[config.mk]
export PLATFORM = sky130hd
export DESIGN_NAME = instr_intake
export DESIGN_NICKNAME = d
export VERILOG_FILES = /design/src/hdl/exu_pkg.sv /design/src/hdl/instr_intake.sv
export SDC_FILE = /design/constraint.sdc
export NUM_CORES = 1
export LEC_CHECK = 0
export BUFFER_PORTS_ARGS = -buffer_cell sky130_fd_sc_hd__buf_2
export CAP_MARGIN = 10
export CORE_AREA = 2 2 162 164
export DETAILED_ROUTE_END_ITERATION = 10
export DIE_AREA = 0 0 164 166
export GPL_TIMING_DRIVEN = 0
export PLACE_DENSITY = 0.78
export SLEW_MARGIN = 20
export SYNTH_ARGS = -nofsm -noshare
export SYNTH_HDL_FRONTEND = slang
export SYNTH_SLANG_ARGS = --single-unit
[constraint.sdc]
create_clock -name clk -period 4.2 [get_ports clk]
set_clock_uncertainty 0.05 [all_clocks]
set_input_delay 0.42 -clock clk [delete_from_list [all_inputs] [get_ports clk]]
set_output_delay 0.42 -clock clk [all_outputs]
set_load 0.03 [all_outputs]
[src/hdl/exu_pkg.sv]
package exu_pkg;

    localparam int XLEN       = 64;
    localparam int REG_IDX_W  = 5;
    localparam int CSR_ADDR_W = 12;
    localparam int SHAMT_W    = $clog2(XLEN);

    localparam int INTAKE_DEPTH = 4;
    localparam int RESULT_DEPTH = 4;
    localparam int INTAKE_PTR_W = $clog2(INTAKE_DEPTH);
    localparam int INTAKE_CNT_W = $clog2(INTAKE_DEPTH + 1);
    localparam int RESULT_PTR_W = $clog2(RESULT_DEPTH);
    localparam int RESULT_CNT_W = $clog2(RESULT_DEPTH + 1);   // also sized for the credit count

    localparam int ALU_SRC_W = 3;
    localparam logic [ALU_SRC_W-1:0] ALU_SRC_REG     = 3'd0;
    localparam logic [ALU_SRC_W-1:0] ALU_SRC_IMM     = 3'd1;
    localparam logic [ALU_SRC_W-1:0] ALU_SRC_FOUR_PC = 3'd2;
    localparam logic [ALU_SRC_W-1:0] ALU_SRC_IMM_PC  = 3'd3;
    localparam logic [ALU_SRC_W-1:0] ALU_SRC_CSRRS   = 3'd4;
    localparam logic [ALU_SRC_W-1:0] ALU_SRC_ECALL   = 3'd5;
    localparam logic [ALU_SRC_W-1:0] ALU_SRC_ZERO    = 3'd6;

    localparam int ALU_OP_W = 4;
    localparam logic [ALU_OP_W-1:0] ALU_ADD  = 4'd0;
    localparam logic [ALU_OP_W-1:0] ALU_SUB  = 4'd1;
    localparam logic [ALU_OP_W-1:0] ALU_AND  = 4'd2;
    localparam logic [ALU_OP_W-1:0] ALU_OR   = 4'd3;
    localparam logic [ALU_OP_W-1:0] ALU_XOR  = 4'd4;
    localparam logic [ALU_OP_W-1:0] ALU_SLL  = 4'd5;
    localparam logic [ALU_OP_W-1:0] ALU_SRL  = 4'd6;
    localparam logic [ALU_OP_W-1:0] ALU_SRA  = 4'd7;
    localparam logic [ALU_OP_W-1:0] ALU_SLT  = 4'd8;
    localparam logic [ALU_OP_W-1:0] ALU_SLTU = 4'd9;
    localparam logic [ALU_OP_W-1:0] ALU_CSR  = 4'd10;

    localparam logic [6:0] OPC_OP     = 7'b0110011;
    localparam logic [6:0] OPC_OP_IMM = 7'b0010011;
    localparam logic [6:0] OPC_AUIPC  = 7'b0010111;
    localparam logic [6:0] OPC_JAL    = 7'b1101111;
    localparam logic [6:0] OPC_SYSTEM = 7'b1110011;

    localparam logic [CSR_ADDR_W-1:0] CSR_MSTATUS = 12'd768;
    localparam logic [CSR_ADDR_W-1:0] CSR_MTVEC   = 12'd773;
    localparam logic [CSR_ADDR_W-1:0] CSR_MEPC    = 12'd833;
    localparam logic [CSR_ADDR_W-1:0] CSR_MCAUSE  = 12'd834;

    localparam logic [XLEN-1:0] CAUSE_ECALL = 64'd11;   // environment call from M mode

    // one instruction word, three field layouts
    typedef union packed {
        struct packed {
            logic [6:0]           funct7;
            logic [REG_IDX_W-1:0] rs2;
            logic [REG_IDX_W-1:0] rs1;
            logic [2:0]           funct3;
            logic [REG_IDX_W-1:0] rd;
            logic [6:0]           opcode;
        } r_fmt;
        struct packed {
            logic [11:0]          imm12;
            logic [REG_IDX_W-1:0] rs1;
            logic [2:0]           funct3;
            logic [REG_IDX_W-1:0] rd;
            logic [6:0]           opcode;
        } i_fmt;
        struct packed {
            logic [19:0]          imm20;
            logic [REG_IDX_W-1:0] rd;
            logic [6:0]           opcode;
        } u_fmt;
    } rv_instr_u;

endpackage

[src/hdl/instr_intake.sv]
`timescale 1ns/100ps

module instr_intake import exu_pkg::*; (
    input  logic            clk,
    input  logic            rst_n,
    input  logic            instr_valid,
    input  rv_instr_u       instr,
    input  logic [XLEN-1:0] instr_pc,
    input  logic            pop,
    output logic            head_valid,
    output rv_instr_u       head_instr,
    output logic [XLEN-1:0] head_pc,
    output logic            in_credit
);

    rv_instr_u               instr_mem [INTAKE_DEPTH];
    logic [XLEN-1:0]         pc_mem    [INTAKE_DEPTH];
    logic [INTAKE_PTR_W-1:0] wr_ptr;
    logic [INTAKE_PTR_W-1:0] rd_ptr;
    logic [INTAKE_CNT_W-1:0] count;

    assign head_valid = (count != '0);
    assign head_instr = instr_mem[rd_ptr];
    assign head_pc    = pc_mem[rd_ptr];

    // sender only pushes while it holds a credit, so no full check here
    always_ff @(posedge clk) begin
        if (instr_valid) begin
            instr_mem[wr_ptr] <= instr;
            pc_mem[wr_ptr]    <= instr_pc;
        end
    end

    always_ff @(posedge clk) begin
        if (!rst_n) begin
            wr_ptr    <= '0;
            rd_ptr    <= '0;
            count     <= '0;
            in_credit <= 1'b0;
        end else begin
            if (instr_valid) begin
                wr_ptr <= wr_ptr + 1'b1;   // wraps at depth
            end
            if (pop) begin
                rd_ptr <= rd_ptr + 1'b1;
            end
            count     <= count + INTAKE_CNT_W'(instr_valid) - INTAKE_CNT_W'(pop);
            in_credit <= pop;   // one credit back per freed slot
        end
    end

endmodule

==> metrics.csv <==
metric;value;unit
finalWorstSetupSlack;1.49;ns
met2_usage;33.5;%
layout_common_cells;edfxtp_1, buf_2, mux4_2;
max_slew_margin;51.8;%
cts_tree;yes;
synth_cell_types;19;
cts_made_buffers;39;
viasPerCell;5.64;
hold_class;in2reg;
grt_pass1_vias;7255;
status;complete, no violations;
dr.pass1.iters;4;
critical_path.max_fanout;10;
met1_usage;25.0;%
path_cells;buf_2 > buf_2 > buf_2 > mux4_2 > buf_2;
grt_max_degree;36;
maxCapViolations;0;
clockPowerShare;37.8;%
design.die.area;27200;µm²
place_ws;2.01;ns
ys_seq_area_share;82.0;%
grt.total_usage;19.5;%
placementRows;59;
avgSynthCellArea;26.2;µm²
drv_slew;0;
critPathMaxStageDelay;0.38;ns
max_freq;0.369;GHz
drive_gt1_share;46.3;%
syn2layout_area_growth;20.0;%
grt_pass1_wl;40100;µm
drt-total-wl;26100;µm
grt-ovfl-total;0;
numPortBuffers;197;
vias;6530;
place_hpwl;16700;µm
cp_num_buf_inv;4;
synth_warnings;0;
worst_pin_slew;0.723;ns
insertion_delay;0.51;ns
utilization;67.0;%
fin_nets;899;
rsz0062_at_grt;no;
switching_share;22.6;%
drt_iter0_drc;610;
crit_top_cell;buf_2;
finalWeightedCongestion;0.709;
cts-root-buf;clkbuf_16;
p_leak;5.86;nW
syn_area;14300;µm²
fin_crit_sh;64.5;%
p_seq_share;50.6;%
power.internal;6.99;mW
slowest_stage;mux4_2;
comb_power_share;11.7;%
antenna_found_initial;1;
powerDensity;526;nW/µm²
drt-wirelength-per-cell;22.5;µm
fin_cells;1158;
synthCells;546;
die_x;164;µm
die_h;166;µm
path_delay_family;buffers and inverters;
clk_pin_slew_worst_paths;0.06;ns
finalSetupViolCount;0;
grt-busiest-layer;met2;
post_cts.repair.setup_buffers;0;
drc;0;
cts.sinks;394;
cts_resized;0;
period_minus_slack;2.71;ns
critPathKind;reg2out;
crit_required;3.73;ns
ir_drop;475;µV
start_kind;flip-flop;
syn_nets;653;
ant_nets;0;
regToRegStartpoint;wr_ptr[0];
synth-seq-cells;394;
final_common_cell;edfxtp_1;
hold_viol_final;0;
start_util;55.9;%
holdBufCountCts;0;
end_kind;primary output;
cts_buffer_depth;3;
hp-start;instr[14];
power_switching;2.04;mW
htree_levels;2;
place_inst;1086;
met3_usage;5.37;%
cp.arrival;2.24;ns
io_pins;198;
core;25600;µm²
[Yosys cell counts]
cell type | number | area (µm²)
fa_1 | 1 | 20.0
dfxtp_1 | 10 | 200
buf_12 | 1 | 20.0
nand3b_1 | 1 | 7.51
mux4_2 | 96 | 2160
xnor2_1 | 2 | 17.5
xor3_1 | 1 | 23.8
nor2_1 | 5 | 18.8
or3_1 | 1 | 6.26
clkbuf_1 | 5 | 18.8
a21bo_2 | 1 | 10.0
inv_1 | 7 | 26.3
a21oi_1 | 1 | 5.00
and2_1 | 7 | 43.8
edfxtp_1 | 384 | 11500
ha_1 | 6 | 75.1
buf_2 | 11 | 55.1
buf_6 | 5 | 56.3
mux2i_1 | 1 | 10.0
[per-stage QoR]
stage	setup TNS [ns]	hold WS [ns]	power [mW]	cell area, µm²
6_report	0	0.0667	9.03	17200
5_1_grt	0	0.0465	9.34	17200
4_1_cts	0	0.0413	9.13	17200
3_5_place_dp	0	0.486	5.72	15900
3_3_place_gp	-224.60	0.466	5.67	15700
2_1_floorplan	0	0.449	5.36	14300
[final cells by class]
class                   instances  area (µm²)
clock inverters                17         180
clock buffers                  52        1100
inverters                       7        26.3
flip-flops and latches        394       11700
multi-input cells             123        2410
well taps                     335         419
plain buffers                  22         150
diodes                          3        7.51
fillers                      1587        8450
repair buffers                205        1150
[flip-flops by register name (all words and copies together) (netlist names), named ones only]
register / cells
pc_mem: 256
instr_mem: 128
count: 3
rd_ptr: 2
wr_ptr: 2
in_credit: 1
[final timing paths]
kind | to | slack, ns | depth (start not counted)
min | instr_mem[0][14] | 0.07 | 1
max | head_pc[24] | 1.49 | 5
max reg2reg | pc_mem[2][42] | 2.15 | 5
min reg2reg | flip-flop | 0.48 | 2
[per-layer routing]
metal	wire (µm)	vias up
met3	1840	35
met2	13400	206
met1	10300	3443
li1	-	2846
met4	454	0
met5	0	-
[cell families after synthesis]
family | count (synthesis) | share of synthesized area, %
compound gates | 2 | 0.105
xor+xnor | 3 | 0.289
fa+ha+maj | 7 | 0.665
buf+inv | 29 | 1.23
flops | 394 | 82.0
mux | 97 | 15.2
simple gates | 14 | 0.533
[power groups by stage]
stage               Clock, mW  Sequential [mW]  Combinational, mW
global placement            0             4.66               1.02
detailed placement          0             4.65               1.07
global route             3.63             4.58               1.13
finish                   3.41             4.56               1.05
floorplan                   0             4.65              0.718
CTS                      3.48             4.57               1.07
(Power assumes the default switching activity.)
