--- src/hdl/exu_pkg.sv ---
package exu_pkg;

    localparam int XLEN       = 64;
    localparam int REG_IDX_W  = 5;
    localparam int CSR_ADDR_W = 12;
    localparam int SHAMT_W    = $clog2(XLEN);

    localparam int INTAKE_DEPTH = 4;
    localparam int RESULT_DEPTH = 4;
    localparam int INTAKE_PTR_W = $clog2(INTAKE_DEPTH);
    localparam int INTAKE_CNT_W = $clog2(INTAKE_DEPTH + 1);
    localparam int RESULT_PTR_W = $clog2(RESULT_DEPTH);
    localparam int RESULT_CNT_W = $clog2(RESULT_DEPTH + 1);   // also sized for the credit count

    localparam int ALU_SRC_W = 3;
    localparam logic [ALU_SRC_W-1:0] ALU_SRC_REG     = 3'd0;
    localparam logic [ALU_SRC_W-1:0] ALU_SRC_IMM     = 3'd1;
    localparam logic [ALU_SRC_W-1:0] ALU_SRC_FOUR_PC = 3'd2;
    localparam logic [ALU_SRC_W-1:0] ALU_SRC_IMM_PC  = 3'd3;
    localparam logic [ALU_SRC_W-1:0] ALU_SRC_CSRRS   = 3'd4;
    localparam logic [ALU_SRC_W-1:0] ALU_SRC_ECALL   = 3'd5;
    localparam logic [ALU_SRC_W-1:0] ALU_SRC_ZERO    = 3'd6;

    localparam int ALU_OP_W = 4;
    localparam logic [ALU_OP_W-1:0] ALU_ADD  = 4'd0;
    localparam logic [ALU_OP_W-1:0] ALU_SUB  = 4'd1;
    localparam logic [ALU_OP_W-1:0] ALU_AND  = 4'd2;
    localparam logic [ALU_OP_W-1:0] ALU_OR   = 4'd3;
    localparam logic [ALU_OP_W-1:0] ALU_XOR  = 4'd4;
    localparam logic [ALU_OP_W-1:0] ALU_SLL  = 4'd5;
    localparam logic [ALU_OP_W-1:0] ALU_SRL  = 4'd6;
    localparam logic [ALU_OP_W-1:0] ALU_SRA  = 4'd7;
    localparam logic [ALU_OP_W-1:0] ALU_SLT  = 4'd8;
    localparam logic [ALU_OP_W-1:0] ALU_SLTU = 4'd9;
    localparam logic [ALU_OP_W-1:0] ALU_CSR  = 4'd10;

    localparam logic [6:0] OPC_OP     = 7'b0110011;
    localparam logic [6:0] OPC_OP_IMM = 7'b0010011;
    localparam logic [6:0] OPC_AUIPC  = 7'b0010111;
    localparam logic [6:0] OPC_JAL    = 7'b1101111;
    localparam logic [6:0] OPC_SYSTEM = 7'b1110011;

    localparam logic [CSR_ADDR_W-1:0] CSR_MSTATUS = 12'd768;
    localparam logic [CSR_ADDR_W-1:0] CSR_MTVEC   = 12'd773;
    localparam logic [CSR_ADDR_W-1:0] CSR_MEPC    = 12'd833;
    localparam logic [CSR_ADDR_W-1:0] CSR_MCAUSE  = 12'd834;

    localparam logic [XLEN-1:0] CAUSE_ECALL = 64'd11;   // environment call from M mode

    // one instruction word, three field layouts
    typedef union packed {
        struct packed {
            logic [6:0]           funct7;
            logic [REG_IDX_W-1:0] rs2;
            logic [REG_IDX_W-1:0] rs1;
            logic [2:0]           funct3;
            logic [REG_IDX_W-1:0] rd;
            logic [6:0]           opcode;
        } r_fmt;
        struct packed {
            logic [11:0]          imm12;
            logic [REG_IDX_W-1:0] rs1;
            logic [2:0]           funct3;
            logic [REG_IDX_W-1:0] rd;
            logic [6:0]           opcode;
        } i_fmt;
        struct packed {
            logic [19:0]          imm20;
            logic [REG_IDX_W-1:0] rd;
            logic [6:0]           opcode;
        } u_fmt;
    } rv_instr_u;

endpackage

--- src/hdl/csr_file.sv ---
`timescale 1ns/100ps

module csr_file import exu_pkg::*; (
    input  logic                  clk,
    input  logic                  rst_n,
    input  logic [CSR_ADDR_W-1:0] csr_addr,
    output logic [XLEN-1:0]       csr_rdata,
    input  logic                  csr_we,
    input  logic [XLEN-1:0]       csr_wdata,
    input  logic                  ecall,
    input  logic [XLEN-1:0]       ecall_pc,
    input  logic                  issue
);

    logic [XLEN-1:0]       mstatus;
    logic [XLEN-1:0]       mtvec;
    logic [XLEN-1:0]       mepc;
    logic [XLEN-1:0]       mcause;
    logic [CSR_ADDR_W-1:0] rd_addr;

    assign rd_addr = ecall ? CSR_MTVEC : csr_addr;   // trap target on ecall

    always_comb begin
        case (rd_addr)
            CSR_MSTATUS: csr_rdata = mstatus;
            CSR_MTVEC:   csr_rdata = mtvec;
            CSR_MEPC:    csr_rdata = mepc;
            CSR_MCAUSE:  csr_rdata = mcause;
            default:     csr_rdata = '0;
        endcase
    end

    always_ff @(posedge clk) begin
        if (!rst_n) begin
            mstatus <= '0;
            mtvec   <= '0;
            mepc    <= '0;
            mcause  <= '0;
        end else if (issue) begin
            if (ecall) begin
                mepc   <= ecall_pc;
                mcause <= CAUSE_ECALL;
            end else if (csr_we) begin
                case (csr_addr)
                    CSR_MSTATUS: mstatus <= csr_wdata;
                    CSR_MTVEC:   mtvec   <= csr_wdata;
                    CSR_MEPC:    mepc    <= csr_wdata;
                    CSR_MCAUSE:  mcause  <= csr_wdata;
                    default:     ;   // unmapped, write dropped
                endcase
            end
        end
    end

endmodule

--- config.mk ---
export PLATFORM = sky130hd
export DESIGN_NAME = csr_file
export DESIGN_NICKNAME = d
export VERILOG_FILES = /design/src/hdl/exu_pkg.sv /design/src/hdl/csr_file.sv
export SDC_FILE = /design/constraint.sdc
export NUM_CORES = 1
export LEC_CHECK = 0
export CORE_UTILIZATION = 25
export CTS_CLUSTER_DIAMETER = 100
export DETAILED_ROUTE_END_ITERATION = 8
export DONT_BUFFER_PORTS = 1
export PLACE_DENSITY_LB_ADDON = 0.15
export SYNTH_ARGS = -nofsm -noshare
export SYNTH_HDL_FRONTEND = slang
export SYNTH_SLANG_ARGS = --single-unit
--- constraint.sdc ---
create_clock -name clk -period 2.3 [get_ports clk]
set_clock_uncertainty 0.15 [all_clocks]
set_input_delay 0.115 -clock clk [delete_from_list [all_inputs] [get_ports clk]]
set_output_delay 0.115 -clock clk [all_outputs]
set_load 0.02 [all_outputs]
==> flow_metrics.env <==
export IMPL_status="finished, final reports clean"
export IMPL_r2r_end="mcause[10]$_SDFFE_PN0P_"
export IMPL_synthesis_nets=1406
export IMPL_routabilityCongestion=0.733
export IMPL_boundaryPins=209
export IMPL_final_cell_mix="dfxtp_1, dlygate4sd3_1, a21oi_1, nand2_1, o21ai_0"
export IMPL_worstHoldStart="issue"
export IMPL_fillCellCount=4583
export IMPL_cts_tree="done"
export IMPL_switching_share=0.237
export IMPL_io_buffer_count=0
export IMPL_setup_ws_ns=0.0926
export IMPL_finalMaxSlewViolations=0
export IMPL_min_to="mtvec[2]$_SDFFE_PN0P_"
export IMPL_hold_class="input pin to register"
export IMPL_rsz0062_at_grt="false"
export IMPL_die_y_um=213
export IMPL_worst_pin_slew_ns=0.549
export IMPL_syn_area_per_cell_um2=8.84
export IMPL_worst_setup_path_start_kind="input pin"
export IMPL_maxCapViolCount=0
export IMPL_syn_to_final_growth_pct=36.6
export IMPL_grt_overflow=0
export IMPL_comb_power_share=0.079
export IMPL_grt_max_degree=99
export IMPL_netlist_area_um2=11200
export IMPL_fin_crit_sh=0.960
export IMPL_drive_gt1_frac=0.0976
export IMPL_ys_warnings_count=0
export IMPL_busiest_layer="met2"
export IMPL_layout_commonest_cell="dfxtp_1"
export IMPL_rows=77
export IMPL_utilization=0.345
export IMPL_num_vias=10891
export IMPL_min_delay_path_depth=4
export IMPL_clk_latency_ns=0.54
export IMPL_critPathMaxFanout=19
export IMPL_clock_sinks=256
export IMPL_dp_hpwl_um=27000
export IMPL_pre_cts_slack_ns=0.0513
export IMPL_synth_edf_count=0
export IMPL_cts_buffers_inserted=34
export IMPL_r2r_cells=2
export IMPL_slew_headroom=0.633
export IMPL_async_flop_share=0
export IMPL_intPower_w=0.00832
export IMPL_first_global_vias=10824
export IMPL_antenna_found_initial=2
export IMPL_setup_violations=0
export IMPL_first_pass_iters=4
export IMPL_powerDensity_nw_per_um2=716
export IMPL_crit_type="input pin to output pin"
export IMPL_grt_pass1_wl_um=69700
export IMPL_tns_ns=0
export IMPL_htree_levels=2
export IMPL_hold_viol=0
export IMPL_synthFlopType="dfxtp_1"
export IMPL_drt_iter0_drc=720
export IMPL_coreArea_um2=44100
export IMPL_die_area_um2=45500
export IMPL_required_ns=2.04
export IMPL_routedWlPerCell_um=23.4
export IMPL_layout_min_cycle_time_ns=2.21
export IMPL_yosysUniqueCellTypes=41
export IMPL_final_area_um2=15200
export IMPL_fmax_ghz=0.453
export IMPL_clockPowerShare=0.503
export IMPL_critPathCaptureType="output pin"
export IMPL_dpl_cell_count=1777
export IMPL_cts_setup_buffers=0
export IMPL_routed_wirelength_um=47700
export IMPL_p_leak_nw=5.30
export IMPL_reg2reg_from="mcause[10]$_SDFFE_PN0P_"
export IMPL_use_met2=0.336
export IMPL_cp_arrival_ns=1.94
export IMPL_start_util=0.253
export IMPL_ir_drop_uv=392
export IMPL_synthCells=1261
export IMPL_grt_usage=0.206
export IMPL_root_buffer="clkbuf_16"
export IMPL_drc=0
export IMPL_synth_seq_cells=256
export IMPL_final_nets=1565
export IMPL_dpl_instance_area_um2=12000
export IMPL_rrSetupSlack_ns=0.99
export IMPL_power_frac_seq=0.417
export IMPL_fp_dieW_um=213
export IMPL_path_clk_slew_ns=0.06
export IMPL_fin_cells=2039
export IMPL_use_met1=0.266
export IMPL_power_switching_w=0.00259
export IMPL_max_clock_path_buffers=3
export IMPL_drt_antenna_violating_nets=0
export IMPL_grt_use_met3=0.0429
export IMPL_synth_seq_area_share=0.460
export IMPL_vias_per_cell=5.34
## layout make-up
type	count	area, um2	area share
inverter	1	6.26	0.000411
clock buffer	51	1090	0.0715
tap	592	741	0.0486
sequential	256	5120	0.337
timing repair buffer	258	2670	0.175
multi-input combinational	869	5510	0.362
antenna	2	5.00	0.000329
clock inverter	10	83.8	0.00550
## registers in the layout (all words and copies together) (netlist names)
name / flops
mepc: 64
mstatus: 64
mcause: 64
mtvec: 64
## layer usage
layer,share of wire,wire [um]
met5,0,0
met4,0.025,1190
met3,0.059,2800
met2,0.47,22600
met1,0.44,21200
## cell usage after synthesis, drive strengths merged, types with 2 or more instances
master   instances  area [um2]
a21oi          193         966
a221o           63         631
a22o            61         534
a22oi           37         278
a32oi           27         236
and4b            2        20.0
buf             47         259
clkbuf          88         332
dfxtp          256        5120
mux2i           64         641
nand2          131         492
nand3           66         330
nor2            40         150
nor2b            2        12.5
nor3             2        10.0
nor4             4        55.1
nor4bb           2        20.0
o21ai          130         651
o221a            3        33.8
o2bb2ai         26         228
or3              2        12.5
or4b             2        23.8
## cells by family after synthesis
kind of cell / count (synthesis) / synth area share
mux: 64 / 0.0575
compound gates: 543 / 0.322
flops: 256 / 0.460
buf+inv: 136 / 0.0533
simple gates: 262 / 0.108
## repair_timing
item	CTS	global route
hold buffers	199	0
endpoints found under the hold margin	256	0
resized for setup	0	1
endpoints found under the setup margin	0	1
## power by group through the flow
stage | Clock, W | Sequential (W) | Combinational, W
2_1_floorplan | 0 | 0.00464 | 0.000332
3_3_place_gp | 0 | 0.00465 | 0.000456
3_5_place_dp | 0 | 0.00465 | 0.000459
4_1_cts | 0.00565 | 0.00455 | 0.000860
5_1_grt | 0.00581 | 0.00456 | 0.000925
6_report | 0.00549 | 0.00455 | 0.000865
## critical path: stages
cell and delay, ns:
or3_1 0.44, or4_2 0.68, buf_4 0.26, nor2_1 0.18, a221o_1 0.25
## worst max-delay path by stage
stage,from,to,cells past startpoint
floorplan,csr_addr[4],csr_rdata[13],7
global placement,csr_addr[4],csr_rdata[60],6
detailed placement,csr_addr[4],csr_rdata[60],7
CTS,csr_addr[4],csr_rdata[60],7
global route,csr_addr[4],csr_rdata[6],5
finish,csr_addr[4],csr_rdata[6],5
## stage by stage
stage / total power (W) / hold WS, ns
CTS: 0.0111 / 0.00723
finish: 0.0109 / 0.0461
global route: 0.0113 / 0.0473
detailed placement: 0.00511 / 0.0939
floorplan: 0.00497 / 0.0907
global placement: 0.00511 / 0.0917
(Power assumes the default switching activity.)
