===== config.mk =====
export PLATFORM = sky130hd
export DESIGN_NAME = instr_decode
export DESIGN_NICKNAME = d
export VERILOG_FILES = /design/src/hdl/exu_pkg.sv /design/src/hdl/instr_decode.sv
export SDC_FILE = /design/constraint.sdc
export NUM_CORES = 1
export LEC_CHECK = 0
export BUFFER_PORTS_ARGS = -buffer_cell sky130_fd_sc_hd__buf_2
export CORE_MARGIN = 2
export CORE_UTILIZATION = 37
export DETAILED_ROUTE_END_ITERATION = 8
export PLACE_DENSITY = 0.91
export SYNTH_ARGS = -nofsm -noshare
export SYNTH_HDL_FRONTEND = slang
export SYNTH_SLANG_ARGS = --single-unit

===== constraint.sdc =====
create_clock -name vclk -period 8.8
set_input_delay 2.64 -clock vclk [all_inputs]
set_output_delay 2.64 -clock vclk [all_outputs]
set_load 0.005 [all_outputs]

===== src/hdl/exu_pkg.sv =====
package exu_pkg;

    localparam int XLEN       = 64;
    localparam int REG_IDX_W  = 5;
    localparam int CSR_ADDR_W = 12;
    localparam int SHAMT_W    = $clog2(XLEN);

    localparam int INTAKE_DEPTH = 4;
    localparam int RESULT_DEPTH = 4;
    localparam int INTAKE_PTR_W = $clog2(INTAKE_DEPTH);
    localparam int INTAKE_CNT_W = $clog2(INTAKE_DEPTH + 1);
    localparam int RESULT_PTR_W = $clog2(RESULT_DEPTH);
    localparam int RESULT_CNT_W = $clog2(RESULT_DEPTH + 1);   // also sized for the credit count

    localparam int ALU_SRC_W = 3;
    localparam logic [ALU_SRC_W-1:0] ALU_SRC_REG     = 3'd0;
    localparam logic [ALU_SRC_W-1:0] ALU_SRC_IMM     = 3'd1;
    localparam logic [ALU_SRC_W-1:0] ALU_SRC_FOUR_PC = 3'd2;
    localparam logic [ALU_SRC_W-1:0] ALU_SRC_IMM_PC  = 3'd3;
    localparam logic [ALU_SRC_W-1:0] ALU_SRC_CSRRS   = 3'd4;
    localparam logic [ALU_SRC_W-1:0] ALU_SRC_ECALL   = 3'd5;
    localparam logic [ALU_SRC_W-1:0] ALU_SRC_ZERO    = 3'd6;

    localparam int ALU_OP_W = 4;
    localparam logic [ALU_OP_W-1:0] ALU_ADD  = 4'd0;
    localparam logic [ALU_OP_W-1:0] ALU_SUB  = 4'd1;
    localparam logic [ALU_OP_W-1:0] ALU_AND  = 4'd2;
    localparam logic [ALU_OP_W-1:0] ALU_OR   = 4'd3;
    localparam logic [ALU_OP_W-1:0] ALU_XOR  = 4'd4;
    localparam logic [ALU_OP_W-1:0] ALU_SLL  = 4'd5;
    localparam logic [ALU_OP_W-1:0] ALU_SRL  = 4'd6;
    localparam logic [ALU_OP_W-1:0] ALU_SRA  = 4'd7;
    localparam logic [ALU_OP_W-1:0] ALU_SLT  = 4'd8;
    localparam logic [ALU_OP_W-1:0] ALU_SLTU = 4'd9;
    localparam logic [ALU_OP_W-1:0] ALU_CSR  = 4'd10;

    localparam logic [6:0] OPC_OP     = 7'b0110011;
    localparam logic [6:0] OPC_OP_IMM = 7'b0010011;
    localparam logic [6:0] OPC_AUIPC  = 7'b0010111;
    localparam logic [6:0] OPC_JAL    = 7'b1101111;
    localparam logic [6:0] OPC_SYSTEM = 7'b1110011;

    localparam logic [CSR_ADDR_W-1:0] CSR_MSTATUS = 12'd768;
    localparam logic [CSR_ADDR_W-1:0] CSR_MTVEC   = 12'd773;
    localparam logic [CSR_ADDR_W-1:0] CSR_MEPC    = 12'd833;
    localparam logic [CSR_ADDR_W-1:0] CSR_MCAUSE  = 12'd834;

    localparam logic [XLEN-1:0] CAUSE_ECALL = 64'd11;   // environment call from M mode

    // one instruction word, three field layouts
    typedef union packed {
        struct packed {
            logic [6:0]           funct7;
            logic [REG_IDX_W-1:0] rs2;
            logic [REG_IDX_W-1:0] rs1;
            logic [2:0]           funct3;
            logic [REG_IDX_W-1:0] rd;
            logic [6:0]           opcode;
        } r_fmt;
        struct packed {
            logic [11:0]          imm12;
            logic [REG_IDX_W-1:0] rs1;
            logic [2:0]           funct3;
            logic [REG_IDX_W-1:0] rd;
            logic [6:0]           opcode;
        } i_fmt;
        struct packed {
            logic [19:0]          imm20;
            logic [REG_IDX_W-1:0] rd;
            logic [6:0]           opcode;
        } u_fmt;
    } rv_instr_u;

endpackage


===== src/hdl/instr_decode.sv =====
`timescale 1ns/100ps

module instr_decode import exu_pkg::*; (
    input  rv_instr_u             instr,
    output logic [ALU_SRC_W-1:0]  alu_src_sel,
    output logic [ALU_OP_W-1:0]   alu_op,
    output logic [REG_IDX_W-1:0]  rs1,
    output logic [REG_IDX_W-1:0]  rs2,
    output logic [REG_IDX_W-1:0]  rd,
    output logic [XLEN-1:0]       imm,
    output logic [CSR_ADDR_W-1:0] csr_addr,
    output logic                  rd_we,
    output logic                  csr_we,
    output logic                  ecall
);

    logic legal;   // encoding is one we execute

    assign rs1      = instr.r_fmt.rs1;
    assign rs2      = instr.r_fmt.rs2;
    assign csr_addr = instr.i_fmt.imm12;
    assign rd_we    = (rd != '0);   // rd forced to 0 for ecall and unknowns

    always_comb begin
        alu_src_sel = ALU_SRC_ZERO;
        alu_op      = ALU_ADD;
        imm         = '0;
        rd          = '0;
        legal       = 1'b0;
        csr_we      = 1'b0;
        ecall       = 1'b0;
        case (instr.r_fmt.opcode)
            OPC_OP: begin
                alu_src_sel = ALU_SRC_REG;
                rd          = instr.r_fmt.rd;
                legal       = (instr.r_fmt.funct7 == 7'h00);
                case (instr.r_fmt.funct3)
                    3'b000: begin
                        alu_op = ALU_ADD;
                        if (instr.r_fmt.funct7 == 7'h20) begin
                            alu_op = ALU_SUB;
                            legal  = 1'b1;
                        end
                    end
                    3'b001: alu_op = ALU_SLL;
                    3'b010: alu_op = ALU_SLT;
                    3'b011: alu_op = ALU_SLTU;
                    3'b100: alu_op = ALU_XOR;
                    3'b101: begin
                        alu_op = ALU_SRL;
                        if (instr.r_fmt.funct7 == 7'h20) begin
                            alu_op = ALU_SRA;
                            legal  = 1'b1;
                        end
                    end
                    3'b110: alu_op = ALU_OR;
                    default: alu_op = ALU_AND;
                endcase
            end
            OPC_OP_IMM: begin
                alu_src_sel = ALU_SRC_IMM;
                rd          = instr.i_fmt.rd;
                imm         = {{(XLEN-12){instr.i_fmt.imm12[11]}}, instr.i_fmt.imm12};
                legal       = 1'b1;
                case (instr.i_fmt.funct3)
                    3'b000: alu_op = ALU_ADD;
                    3'b010: alu_op = ALU_SLT;
                    3'b011: alu_op = ALU_SLTU;
                    3'b100: alu_op = ALU_XOR;
                    3'b110: alu_op = ALU_OR;
                    3'b111: alu_op = ALU_AND;
                    default: legal = 1'b0;   // immediate shifts not supported
                endcase
            end
            OPC_AUIPC: begin
                alu_src_sel = ALU_SRC_IMM_PC;
                rd          = instr.u_fmt.rd;
                imm         = {{(XLEN-32){instr.u_fmt.imm20[19]}}, instr.u_fmt.imm20, 12'h000};
                legal       = 1'b1;
            end
            OPC_JAL: begin
                alu_src_sel = ALU_SRC_FOUR_PC;   // link value only
                rd          = instr.u_fmt.rd;
                legal       = 1'b1;
            end
            OPC_SYSTEM: begin
                if (instr.i_fmt.funct3 == 3'b010) begin
                    alu_src_sel = ALU_SRC_CSRRS;
                    alu_op      = ALU_CSR;
                    rd          = instr.i_fmt.rd;
                    csr_we      = 1'b1;
                    legal       = 1'b1;
                end else if (instr.i_fmt.funct3 == 3'b000 && instr.i_fmt.imm12 == 12'h000) begin
                    alu_src_sel = ALU_SRC_ECALL;
                    alu_op      = ALU_OR;   // passes mtvec through
                    ecall       = 1'b1;
                    legal       = 1'b1;
                end
            end
            default: legal = 1'b0;
        endcase
        if (!legal) begin
            alu_src_sel = ALU_SRC_ZERO;
            alu_op      = ALU_ADD;
            rd          = '0;
        end
    end

endmodule


==> run_results.csv <==
group,metric,value,unit
yosys,syn_avg_cell_area,6.88,sq um
power,power.density,21.5,nW/um^2
layout,seqCellArea,0,sq um
layout,most-common-layout-cells,"133 x buf_2, 20 x and2_1, 20 x a21o_1",
floorplanning,die_h,57.2,um
layout,area_growth,24.8,%
setup_path,endpoint,"imm[13]",
layout,final_common_cell,"buf_2",
placed_design,dp_hpwl,2.42,mm
setup_path,crit_arrival,4.78,ns
setup_path,crit_top_cell,"buf_2",
sta,max_freq,135,MHz
run,drv_cap,0,
yosys,synthDistinctLibCells,32,
floorplanning,die_area,3270,sq um
setup_path,slowest_delay,0.70,ns
yosys,synth_fp_nets,184,
setup_path,end_kind,"primary output",
setup_path,critPathSlowestCell,"and2_1",
clock_tree,cts_resized,0,
power,power.leakage,0.00104,uW
grt,grt_overflow,0,
grt,grt_pass1_vias,957,
layout,n_antenna_cell,0,
drt,wl_per_cell,11.2,um
yosys,syn_inst,152,
clock_tree,post-cts-setup-buffer-count,0,
yosys,yosysWarnings,0,
setup_path,worst-path-buf-inv,2,
layout,final_util,48.2,%
worst_hold_path,hold_depth,2,
layout,n_clock_buffer,0,
setup_path,critPathRequiredTime,6.16,ns
setup_path,crit_chain,"buf_2 > or3b_4 > nor4_2 > and2_1 > a21o_1 > buf_2",
layout,design.seq.count,0,
setup_path,cp-startpoint,"instr[3]",
layout,drive_gt1_share,61.9,%
floorplanning,core_region_area,2710,sq um
yosys,synth-seq-area-share,0,%
placed_design,place.port_buffers,133,
sta,maxSlewHeadroom,43.0,%
sta,worst_pin_slew,0.848,ns
worst_hold_path,hp-class,"in -> out",
sta,finalSetupTns,0,ns
drt,drc,0,
status,status,"finished clean",
floorplanning,num_rows,19,
setup_path,cp_top_family,"simple AND/OR/NAND/NOR gates",
drt,drtPass1Iterations,5,
clock_tree,ctsHoldBuffers,0,
sta,maxSlewViolCount,0,
placed_design,finalWeightedCongestion,0.790,
sta,period_needed,7.42,ns
setup_path,cp.depth,6,
layout,nets,257,
grt,antenna_found_initial,0,
drt,drtIter0Drc,18,
floorplanning,initial_core_util,38.6,%
power,power.total,28.1,uW
floorplanning,die_x,57.2,um
setup_path,crit_path_start_kind,"input port",
setup_path,path_max_fanout,20,
layout,fill_cells,294,
sta,hold_viol,0,
grt,grt_use_total,15.3,%
drt,ant_nets,0,
drt,vias_per_cell,4.87,
floorplanning,io_pins,133,
setup_path,critPathKind,"in -> out",
drt,num_vias,1236,
sta,rsz0062_at_grt,"false",
drt,drt-total-wl,2.84,mm
sta,finalSetupViolCount,0,
power,vdd_drop_max,0.0168,mV
grt,grt_pass1_wl,4.24,mm
grt,grt_max_degree,34,
yosys,syn-cell-area,1050,sq um
sta,post-route-period-util,84.3,%
==> worst min-delay path by stage <==
stage | startpoint | end | slack, ns
finish | instr[17] | rs1[2] | 5.47
global route | instr[16] | rs1[1] | 5.48
CTS | instr[16] | rs1[1] | 5.47
detailed placement | instr[16] | rs1[1] | 5.47
global placement | instr[15] | rs1[0] | 5.46
floorplan | instr[20] | csr_addr[0] | 5.36
==> final cells by class <==
class                           count  area, sq um  share of cell area, %
Tap cell                           31         38.8                   2.97
Inverter                            4         15.0                   1.15
Multi-Input combinational cell     86          586                   44.9
Timing Repair Buffer              133          666                   51.0
==> report_power, final <==
part / leakage (uW) / switching (uW) / total [uW] / internal [uW]
clock network: 0 / 0 / 0 / 0
logic: 0.00104 / 15.0 / 28.1 / 13.1
registers: 0 / 0 / 0 / 0
total: 0.00104 / 15.0 / 28.1 / 13.1
==> routing by layer <==
layer  vias up  GRT usage [%]  share of wire, %
li1        607              -                 -
met2        95           29.4                51
met1       532           19.8                37
met4         0           1.33              0.74
met5         -              0                 0
met3         2          0.227                11
==> synthesized netlist by cell type, drive strengths merged <==
master | instances | area (sq um)
nor2 | 4 | 15.0
nor3 | 4 | 31.3
o22ai | 1 | 6.26
a21o | 20 | 150
mux2i | 1 | 10.0
nand3 | 2 | 10.0
inv | 4 | 15.0
and4 | 1 | 8.76
or3 | 1 | 6.26
buf | 60 | 438
nand2 | 5 | 18.8
and2 | 20 | 125
o21ai | 4 | 20.0
nor4b | 1 | 15.0
nand2b | 1 | 6.26
nand4bb | 1 | 11.3
nor4 | 4 | 31.3
nand4b | 1 | 15.0
o21a | 1 | 7.51
or3b | 1 | 11.3
nand4 | 2 | 12.5
a31oi | 1 | 6.26
a221o | 1 | 10.0
clkbuf | 2 | 7.51
or4 | 1 | 7.51
a31o | 1 | 8.76
a21oi | 4 | 20.0
and3 | 2 | 12.5
xor2 | 1 | 8.76
==> cell families (layout without fill, tap and decap cells) <==
family / after synthesis / in the layout / synth area share [%]
buffers and inverters: 66 / 137 / 44.0
AND/OR/NAND/NOR: 51 / 51 / 32.3
AO/OA/AOI/OAI: 33 / 33 / 21.9
XOR/XNOR: 1 / 1 / 0.837
multiplexers: 1 / 1 / 0.957
==> per-stage QoR <==
stage                     cells  hold slack [ns]  cell area (sq um)  setup slack (ns)
after floorplan             152             5.36               1050              1.98
after detailed placement    254             5.47               1310              1.35
after global placement      254             5.46               1310              1.45
after CTS                   254             5.47               1310              1.34
after global routing        254             5.48               1310              1.15
final                       254             5.47               1310              1.38
Note: power is estimated with default switching activity, not from simulation.
