$ cat config.mk
export PLATFORM = sky130hd
export DESIGN_NAME = mux_alu
export DESIGN_NICKNAME = d
export VERILOG_FILES = /design/src/hdl/exu_pkg.sv /design/src/hdl/mux_alu.sv
export SDC_FILE = /design/constraint.sdc
export NUM_CORES = 1
export LEC_CHECK = 0
export BUFFER_PORTS_ARGS = -buffer_cell sky130_fd_sc_hd__buf_2
export CAP_MARGIN = 0
export CORE_AREA = 2 2 175 177
export DETAILED_ROUTE_END_ITERATION = 8
export DIE_AREA = 0 0 177 179
export PLACE_DENSITY = 0.48
export SYNTH_ARGS = -nofsm -noshare
export SYNTH_HDL_FRONTEND = slang
export SYNTH_SLANG_ARGS = --single-unit
$ cat constraint.sdc
create_clock -name vclk -period 2.39
set_input_delay 0.1195 -clock vclk [all_inputs]
set_output_delay 0.1195 -clock vclk [all_outputs]
set_load 0.01 [all_outputs]
$ cat src/hdl/exu_pkg.sv
package exu_pkg;

    localparam int XLEN       = 64;
    localparam int REG_IDX_W  = 5;
    localparam int CSR_ADDR_W = 12;
    localparam int SHAMT_W    = $clog2(XLEN);

    localparam int INTAKE_DEPTH = 4;
    localparam int RESULT_DEPTH = 4;
    localparam int INTAKE_PTR_W = $clog2(INTAKE_DEPTH);
    localparam int INTAKE_CNT_W = $clog2(INTAKE_DEPTH + 1);
    localparam int RESULT_PTR_W = $clog2(RESULT_DEPTH);
    localparam int RESULT_CNT_W = $clog2(RESULT_DEPTH + 1);   // also sized for the credit count

    localparam int ALU_SRC_W = 3;
    localparam logic [ALU_SRC_W-1:0] ALU_SRC_REG     = 3'd0;
    localparam logic [ALU_SRC_W-1:0] ALU_SRC_IMM     = 3'd1;
    localparam logic [ALU_SRC_W-1:0] ALU_SRC_FOUR_PC = 3'd2;
    localparam logic [ALU_SRC_W-1:0] ALU_SRC_IMM_PC  = 3'd3;
    localparam logic [ALU_SRC_W-1:0] ALU_SRC_CSRRS   = 3'd4;
    localparam logic [ALU_SRC_W-1:0] ALU_SRC_ECALL   = 3'd5;
    localparam logic [ALU_SRC_W-1:0] ALU_SRC_ZERO    = 3'd6;

    localparam int ALU_OP_W = 4;
    localparam logic [ALU_OP_W-1:0] ALU_ADD  = 4'd0;
    localparam logic [ALU_OP_W-1:0] ALU_SUB  = 4'd1;
    localparam logic [ALU_OP_W-1:0] ALU_AND  = 4'd2;
    localparam logic [ALU_OP_W-1:0] ALU_OR   = 4'd3;
    localparam logic [ALU_OP_W-1:0] ALU_XOR  = 4'd4;
    localparam logic [ALU_OP_W-1:0] ALU_SLL  = 4'd5;
    localparam logic [ALU_OP_W-1:0] ALU_SRL  = 4'd6;
    localparam logic [ALU_OP_W-1:0] ALU_SRA  = 4'd7;
    localparam logic [ALU_OP_W-1:0] ALU_SLT  = 4'd8;
    localparam logic [ALU_OP_W-1:0] ALU_SLTU = 4'd9;
    localparam logic [ALU_OP_W-1:0] ALU_CSR  = 4'd10;

    localparam logic [6:0] OPC_OP     = 7'b0110011;
    localparam logic [6:0] OPC_OP_IMM = 7'b0010011;
    localparam logic [6:0] OPC_AUIPC  = 7'b0010111;
    localparam logic [6:0] OPC_JAL    = 7'b1101111;
    localparam logic [6:0] OPC_SYSTEM = 7'b1110011;

    localparam logic [CSR_ADDR_W-1:0] CSR_MSTATUS = 12'd768;
    localparam logic [CSR_ADDR_W-1:0] CSR_MTVEC   = 12'd773;
    localparam logic [CSR_ADDR_W-1:0] CSR_MEPC    = 12'd833;
    localparam logic [CSR_ADDR_W-1:0] CSR_MCAUSE  = 12'd834;

    localparam logic [XLEN-1:0] CAUSE_ECALL = 64'd11;   // environment call from M mode

    // one instruction word, three field layouts
    typedef union packed {
        struct packed {
            logic [6:0]           funct7;
            logic [REG_IDX_W-1:0] rs2;
            logic [REG_IDX_W-1:0] rs1;
            logic [2:0]           funct3;
            logic [REG_IDX_W-1:0] rd;
            logic [6:0]           opcode;
        } r_fmt;
        struct packed {
            logic [11:0]          imm12;
            logic [REG_IDX_W-1:0] rs1;
            logic [2:0]           funct3;
            logic [REG_IDX_W-1:0] rd;
            logic [6:0]           opcode;
        } i_fmt;
        struct packed {
            logic [19:0]          imm20;
            logic [REG_IDX_W-1:0] rd;
            logic [6:0]           opcode;
        } u_fmt;
    } rv_instr_u;

endpackage

$ cat src/hdl/mux_alu.sv
`timescale 1ns/100ps

module mux_alu import exu_pkg::*; (
    input  logic [ALU_SRC_W-1:0] alu_src_sel,
    input  logic [XLEN-1:0]      rs1_data,
    input  logic [XLEN-1:0]      rs2_data,
    input  logic [XLEN-1:0]      imm,
    input  logic [XLEN-1:0]      curr_pc,
    input  logic [XLEN-1:0]      csr_rdata,
    output logic [XLEN-1:0]      alu_src1,
    output logic [XLEN-1:0]      alu_src2
);

    always_comb begin
        alu_src1 = '0;
        alu_src2 = '0;
        case (alu_src_sel)
            ALU_SRC_REG: begin
                alu_src1 = rs1_data;
                alu_src2 = rs2_data;
            end
            ALU_SRC_IMM: begin
                alu_src1 = rs1_data;
                alu_src2 = imm;
            end
            ALU_SRC_FOUR_PC: begin
                alu_src1 = XLEN'(4);   // jal link
                alu_src2 = curr_pc;
            end
            ALU_SRC_IMM_PC: begin
                alu_src1 = imm;
                alu_src2 = curr_pc;
            end
            ALU_SRC_CSRRS: begin
                alu_src1 = rs1_data;   // bits to set
                alu_src2 = csr_rdata;  // old csr value
            end
            ALU_SRC_ECALL: begin
                alu_src1 = csr_rdata;  // mtvec on ecall
                alu_src2 = '0;
            end
            default: begin
                alu_src1 = '0;
                alu_src2 = '0;
            end
        endcase
    end

endmodule

==> results of run 1 <==
cell families after synthesis:
group | Yosys count
AOI/OAI and AO/OA | 379
and+or+nand+nor | 257
buffers and inverters | 100
muxes | 2
metal layers:
layer	global-route usage, %	vias up	routed length (um)
met2	24.25	344	12040
li1	-	3522	-
met4	2.652	0	476
met3	1.993	26	1994
met5	0	-	0
met1	17.13	3360	9935
synth_stat cells:
library cell	number
a21oi_1	186
nor2b_1	65
and3_1	63
o22ai_1	63
nand2_1	61
a22oi_1	60
a31oi_1	60
and2_1	51
buf_2	40
clkbuf_1	29
buf_6	16
and2_0	10
buf_4	10
clkbuf_2	4
o21ai_1	4
a221oi_1	3
and3b_1	3
nand3_1	3
mux2i_1	2
a211oi_1	1
a31o_1	1
inv_2	1
nor2_8	1
o311a_1	1
per-stage QoR:
step           std cells  cell area [um^2]
2_1_floorplan        738              4304
5_1_grt             1509              6814
3_3_place_gp        1509              6814
4_1_cts             1509              6814
3_5_place_dp        1509              6814
6_report            1509              6814
power by group through the flow:
stage,clock (W),combinational (W),sequential [W]
2_1_floorplan,0,0.000747,0
3_3_place_gp,0,0.00138,0
3_5_place_dp,0,0.00138,0
4_1_cts,0,0.00139,0
5_1_grt,0,0.00152,0
6_report,0,0.00138,0
final timing paths:
check                 cells after the start           end  slack, ns
worst max-delay path                      7  alu_src2[49]       0.79
worst min-delay path                      4  alu_src2[63]       0.59
layout make-up:
type / count / area (um^2)
Multi-Input combinational cell: 638 / 3717
Fill cell: 3492 / 23210
Timing Repair Buffer: 474 / 2595
Inverter: 1 / 6.256
Tap cell: 396 / 495.5
worst max-delay path, cell delays in order:
cell and delay [ns]:
buf_4 0.34, buf_12 0.25, buf_12 0.18, and2_1 0.13, a31oi_1 0.04, a22oi_1 0.19, buf_2 0.19
==> impl_metrics.toml, run 1 <==
[layout]
fin_util_pct = 22.69
fin_nets = 1438
seq_cell_count = 0
drive_gt1_share_pct = 42.86
final_common_cell = "buf_2"
synthToLayoutAreaGrowth_pct = 58.31
n_clock_buffer = 0
seqCellArea_um2 = 0
layout_common_cells = "buf_2, a21oi_1, nor2b_1"
n_antenna_cell = 0

[sta]
slew_headroom_pct = 66.40
max_freq_ghz = 0.6259
drv_slew = 0
rsz0062_at_grt = "false"
fin_crit_sh_pct = 66.85
setup_slack_ns = 0.7922
tightestPinTransition_ns = 0.5040
setup_violations = 0
timing.final.crit_period_ns = 1.598
whs_ns = 0.5894
hold_viol = 0
tns_ns = 0

[logic_synthesis]
synth_cell_types = 24
yosysSeqAreaShare_pct = 0
muxShareOfSynthArea_pct = 0.4651
syn_nets = 1061
yosysTopAreaCellShare_pct = 21.63
yosys.area_share.simple_pct = 34.22
synth_top_family_by_area = "compound AO/OA/AOI/OAI gates"
yosys_warnings = 0
synth-xor-area-share_pct = 0
synth_compound_area_share_pct = 51.66
syn_inst = 738
synth_top_area_cell = "a21oi_1"
synth-adder-area-share_pct = 0
syn_area_um2 = 4304
yosys-top-cells-area = "a21oi_1, a22oi_1, nor2b_1"
avgSynthCellArea_um2 = 5.832

[placed_design]
placement.io_buffers = 451
pre_cts_ws_ns = 0.7881
place_congestion = 0.8696
dpl.hpwl_um = 19150

[floorplanning]
dieHeight_um = 179
die-area_um2 = 31680
initial_core_util_pct = 14.33
die_w_um = 177
core_area_um2 = 30030
fp-row-count = 64
ioPinCount = 451

[pwr]
p_sw_share_pct = 54.24
leakage_nw = 3.380
p_sw_w = 0.0007508
clockPowerShare_pct = 0
vdd_drop_max_mv = 0.1084
p_int_w = 0.0006335
pwr-share-seq_pct = 0
combPwrFrac_pct = 100.0
p_total_w = 0.001384
p_per_area_nw_per_um2 = 203.2

[global_route]
grt_usage_pct = 13.53
grt_max_degree = 105
antenna_found_initial = 1
grt_pass1_vias = 6392
overflow = 0
grt_pass1_wl_um = 35250

[setup_path]
critical_path_class = "input port to primary output"
worst_setup_path_start_kind = "input port"
crit_start = "alu_src_sel[1]"
crit_fanout = 40
endpoint_kind = "primary output"
cp.required_ns = 2.27
worstPathArrival_ns = 1.48

[drt]
drtIter0Drc = 375
routed_wl_um = 24450
dr_total_vias = 7252
vias_per_cell = 4.806
ant_nets = 0
drc = 0
wl_per_cell_um = 16.20
first_pass_iters = 5

[worst_hold_path]
hold_class = "input port to primary output"
hold_start = "csr_rdata[63]"

[clock_tree]
cts-resized-gates = 0
hold_buffers = 0
cts_setup_buffers = 0

[job]
cap_violations = 0

[run_status]
outcome = "completed"
(Power assumes the default switching activity.)
==> run 2, diff against run 1 <==
- CORE_AREA: 2 2 175 177 -> 2 2 177 179
- DIE_AREA: 0 0 177 179 -> 0 0 179 181
- PLACE_DENSITY: 0.48 -> 0.47
- clock period: 2.39 -> 1.66 ns (I/O delays scaled with it)
==> run 2 against run 1 <==
  * Global-route usage up 0.27 points
  * Final cell count down 0.60%
  * Routed wire length is 4.2% higher
  * Largest power group unchanged
==> impl_metrics.toml, run 2 (same netlist as run 1, synthesis figures left out) <==
[layout]
final_common_cell = "buf_2"
seqCellArea_um2 = 0
seq_cell_count = 0
fill_cells = 3531
fin_nets = 1429
n_antenna_cell = 0
layout_common_cells = "buf_2, a21oi_1, nor2b_1"
drive_gt1_share_pct = 42.39
fin_util_pct = 22.27
synthToLayoutAreaGrowth_pct = 57.03
n_clock_buffer = 0

[pwr]
vdd_drop_max_mv = 0.1557
p_sw_share_pct = 54.71
pwr-share-seq_pct = 0
combPwrFrac_pct = 100.0
p_sw_w = 0.001090
p_per_area_nw_per_um2 = 294.9
clockPowerShare_pct = 0
leakage_nw = 3.339
p_int_w = 0.0009027

[global_route]
overflow = 0
grt_max_degree = 104
antenna_found_initial = 0
grt_pass1_wl_um = 36560
grt_pass1_vias = 6679
grt_usage_pct = 13.79

[sta]
drv_slew = 0
setup_violations = 0
timing.final.crit_period_ns = 1.389
rsz0062_at_grt = "false"
hold_viol = 0
fin_crit_sh_pct = 83.65
slew_headroom_pct = 66.24
tightestPinTransition_ns = 0.5063
max_freq_ghz = 0.7201
tns_ns = 0

[placed_design]
place_congestion = 0.9102
placement.io_buffers = 451
dpl.hpwl_um = 19830

[floorplanning]
die_w_um = 179
dieHeight_um = 181
initial_core_util_pct = 14.18
die-area_um2 = 32400
fp-row-count = 64
ioPinCount = 451
core_area_um2 = 30350

[clock_tree]
cts-resized-gates = 0
hold_buffers = 0
cts_setup_buffers = 0

[drt]
vias_per_cell = 4.863
first_pass_iters = 5
wl_per_cell_um = 16.99
drtIter0Drc = 450
dr_total_vias = 7294
routed_wl_um = 25480
ant_nets = 0
drc = 0

[setup_path]
critical_path_class = "input port to primary output"
endpoint_kind = "primary output"
worst_setup_path_start_kind = "input port"
cp.required_ns = 1.58
worstPathArrival_ns = 1.31
crit_fanout = 72
crit_start = "alu_src_sel[1]"

[job]
cap_violations = 0

[worst_hold_path]
hold_class = "input port to primary output"
hold_start = "rs1_data[2]"

[run_status]
outcome = "completed"
run 2: through the flow:
stage | instance area (um^2) | total power, W | setup WS, ns | cells | hold WS [ns]
final | 6759 | 0.001993 | 0.2714 | 1500 | 0.5184
after global routing | 6759 | 0.002179 | 0.1987 | 1500 | 0.5338
after CTS | 6759 | 0.002002 | 0.2467 | 1500 | 0.5170
after detailed placement | 6759 | 0.001994 | 0.2502 | 1500 | 0.5169
after global placement | 6759 | 0.002001 | 0.2490 | 1500 | 0.5091
after floorplan | 4304 | 0.001076 | 0.6543 | 738 | 0.3103
run 2: critical path, cell delays in order:
cell,delay [ns]
buf_4,0.17
nor2_8,0.15
buf_12,0.26
a21oi_1,0.11
a22oi_1,0.28
buf_2,0.19
run 2: power groups by stage:
| stage | logic, W | registers [W] | clock network, W |
|---|---|---|---|
| global route | 0.00218 | 0 | 0 |
| global placement | 0.00200 | 0 | 0 |
| finish | 0.00199 | 0 | 0 |
| detailed placement | 0.00199 | 0 | 0 |
| CTS | 0.00200 | 0 | 0 |
| floorplan | 0.00108 | 0 | 0 |
run 2: final timing paths:
check,endpoint,slack [ns],depth (start not counted)
worst min-delay path,alu_src1[2],0.52,3
worst max-delay path,alu_src2[13],0.27,6
run 2: layer usage:
| metal | up-vias | global-route usage (%) | part of all wire (%) |
|---|---|---|---|
| met5 | - | 0 | 0 |
| met4 | 0 | 2.569 | 2.0 |
| met3 | 32 | 2.210 | 9.1 |
| met2 | 368 | 25.49 | 50 |
| met1 | 3389 | 16.64 | 39 |
| li1 | 3505 | - | - |
run 2: final cells by class:
| class | instances | area (um^2) | share of cell area, % |
|---|---|---|---|
| multi-input combinational | 638 | 3717 | 55.00 |
| timing repair buffer | 465 | 2540 | 37.58 |
| tap | 396 | 495.5 | 7.331 |
| inverter | 1 | 6.256 | 0.09256 |
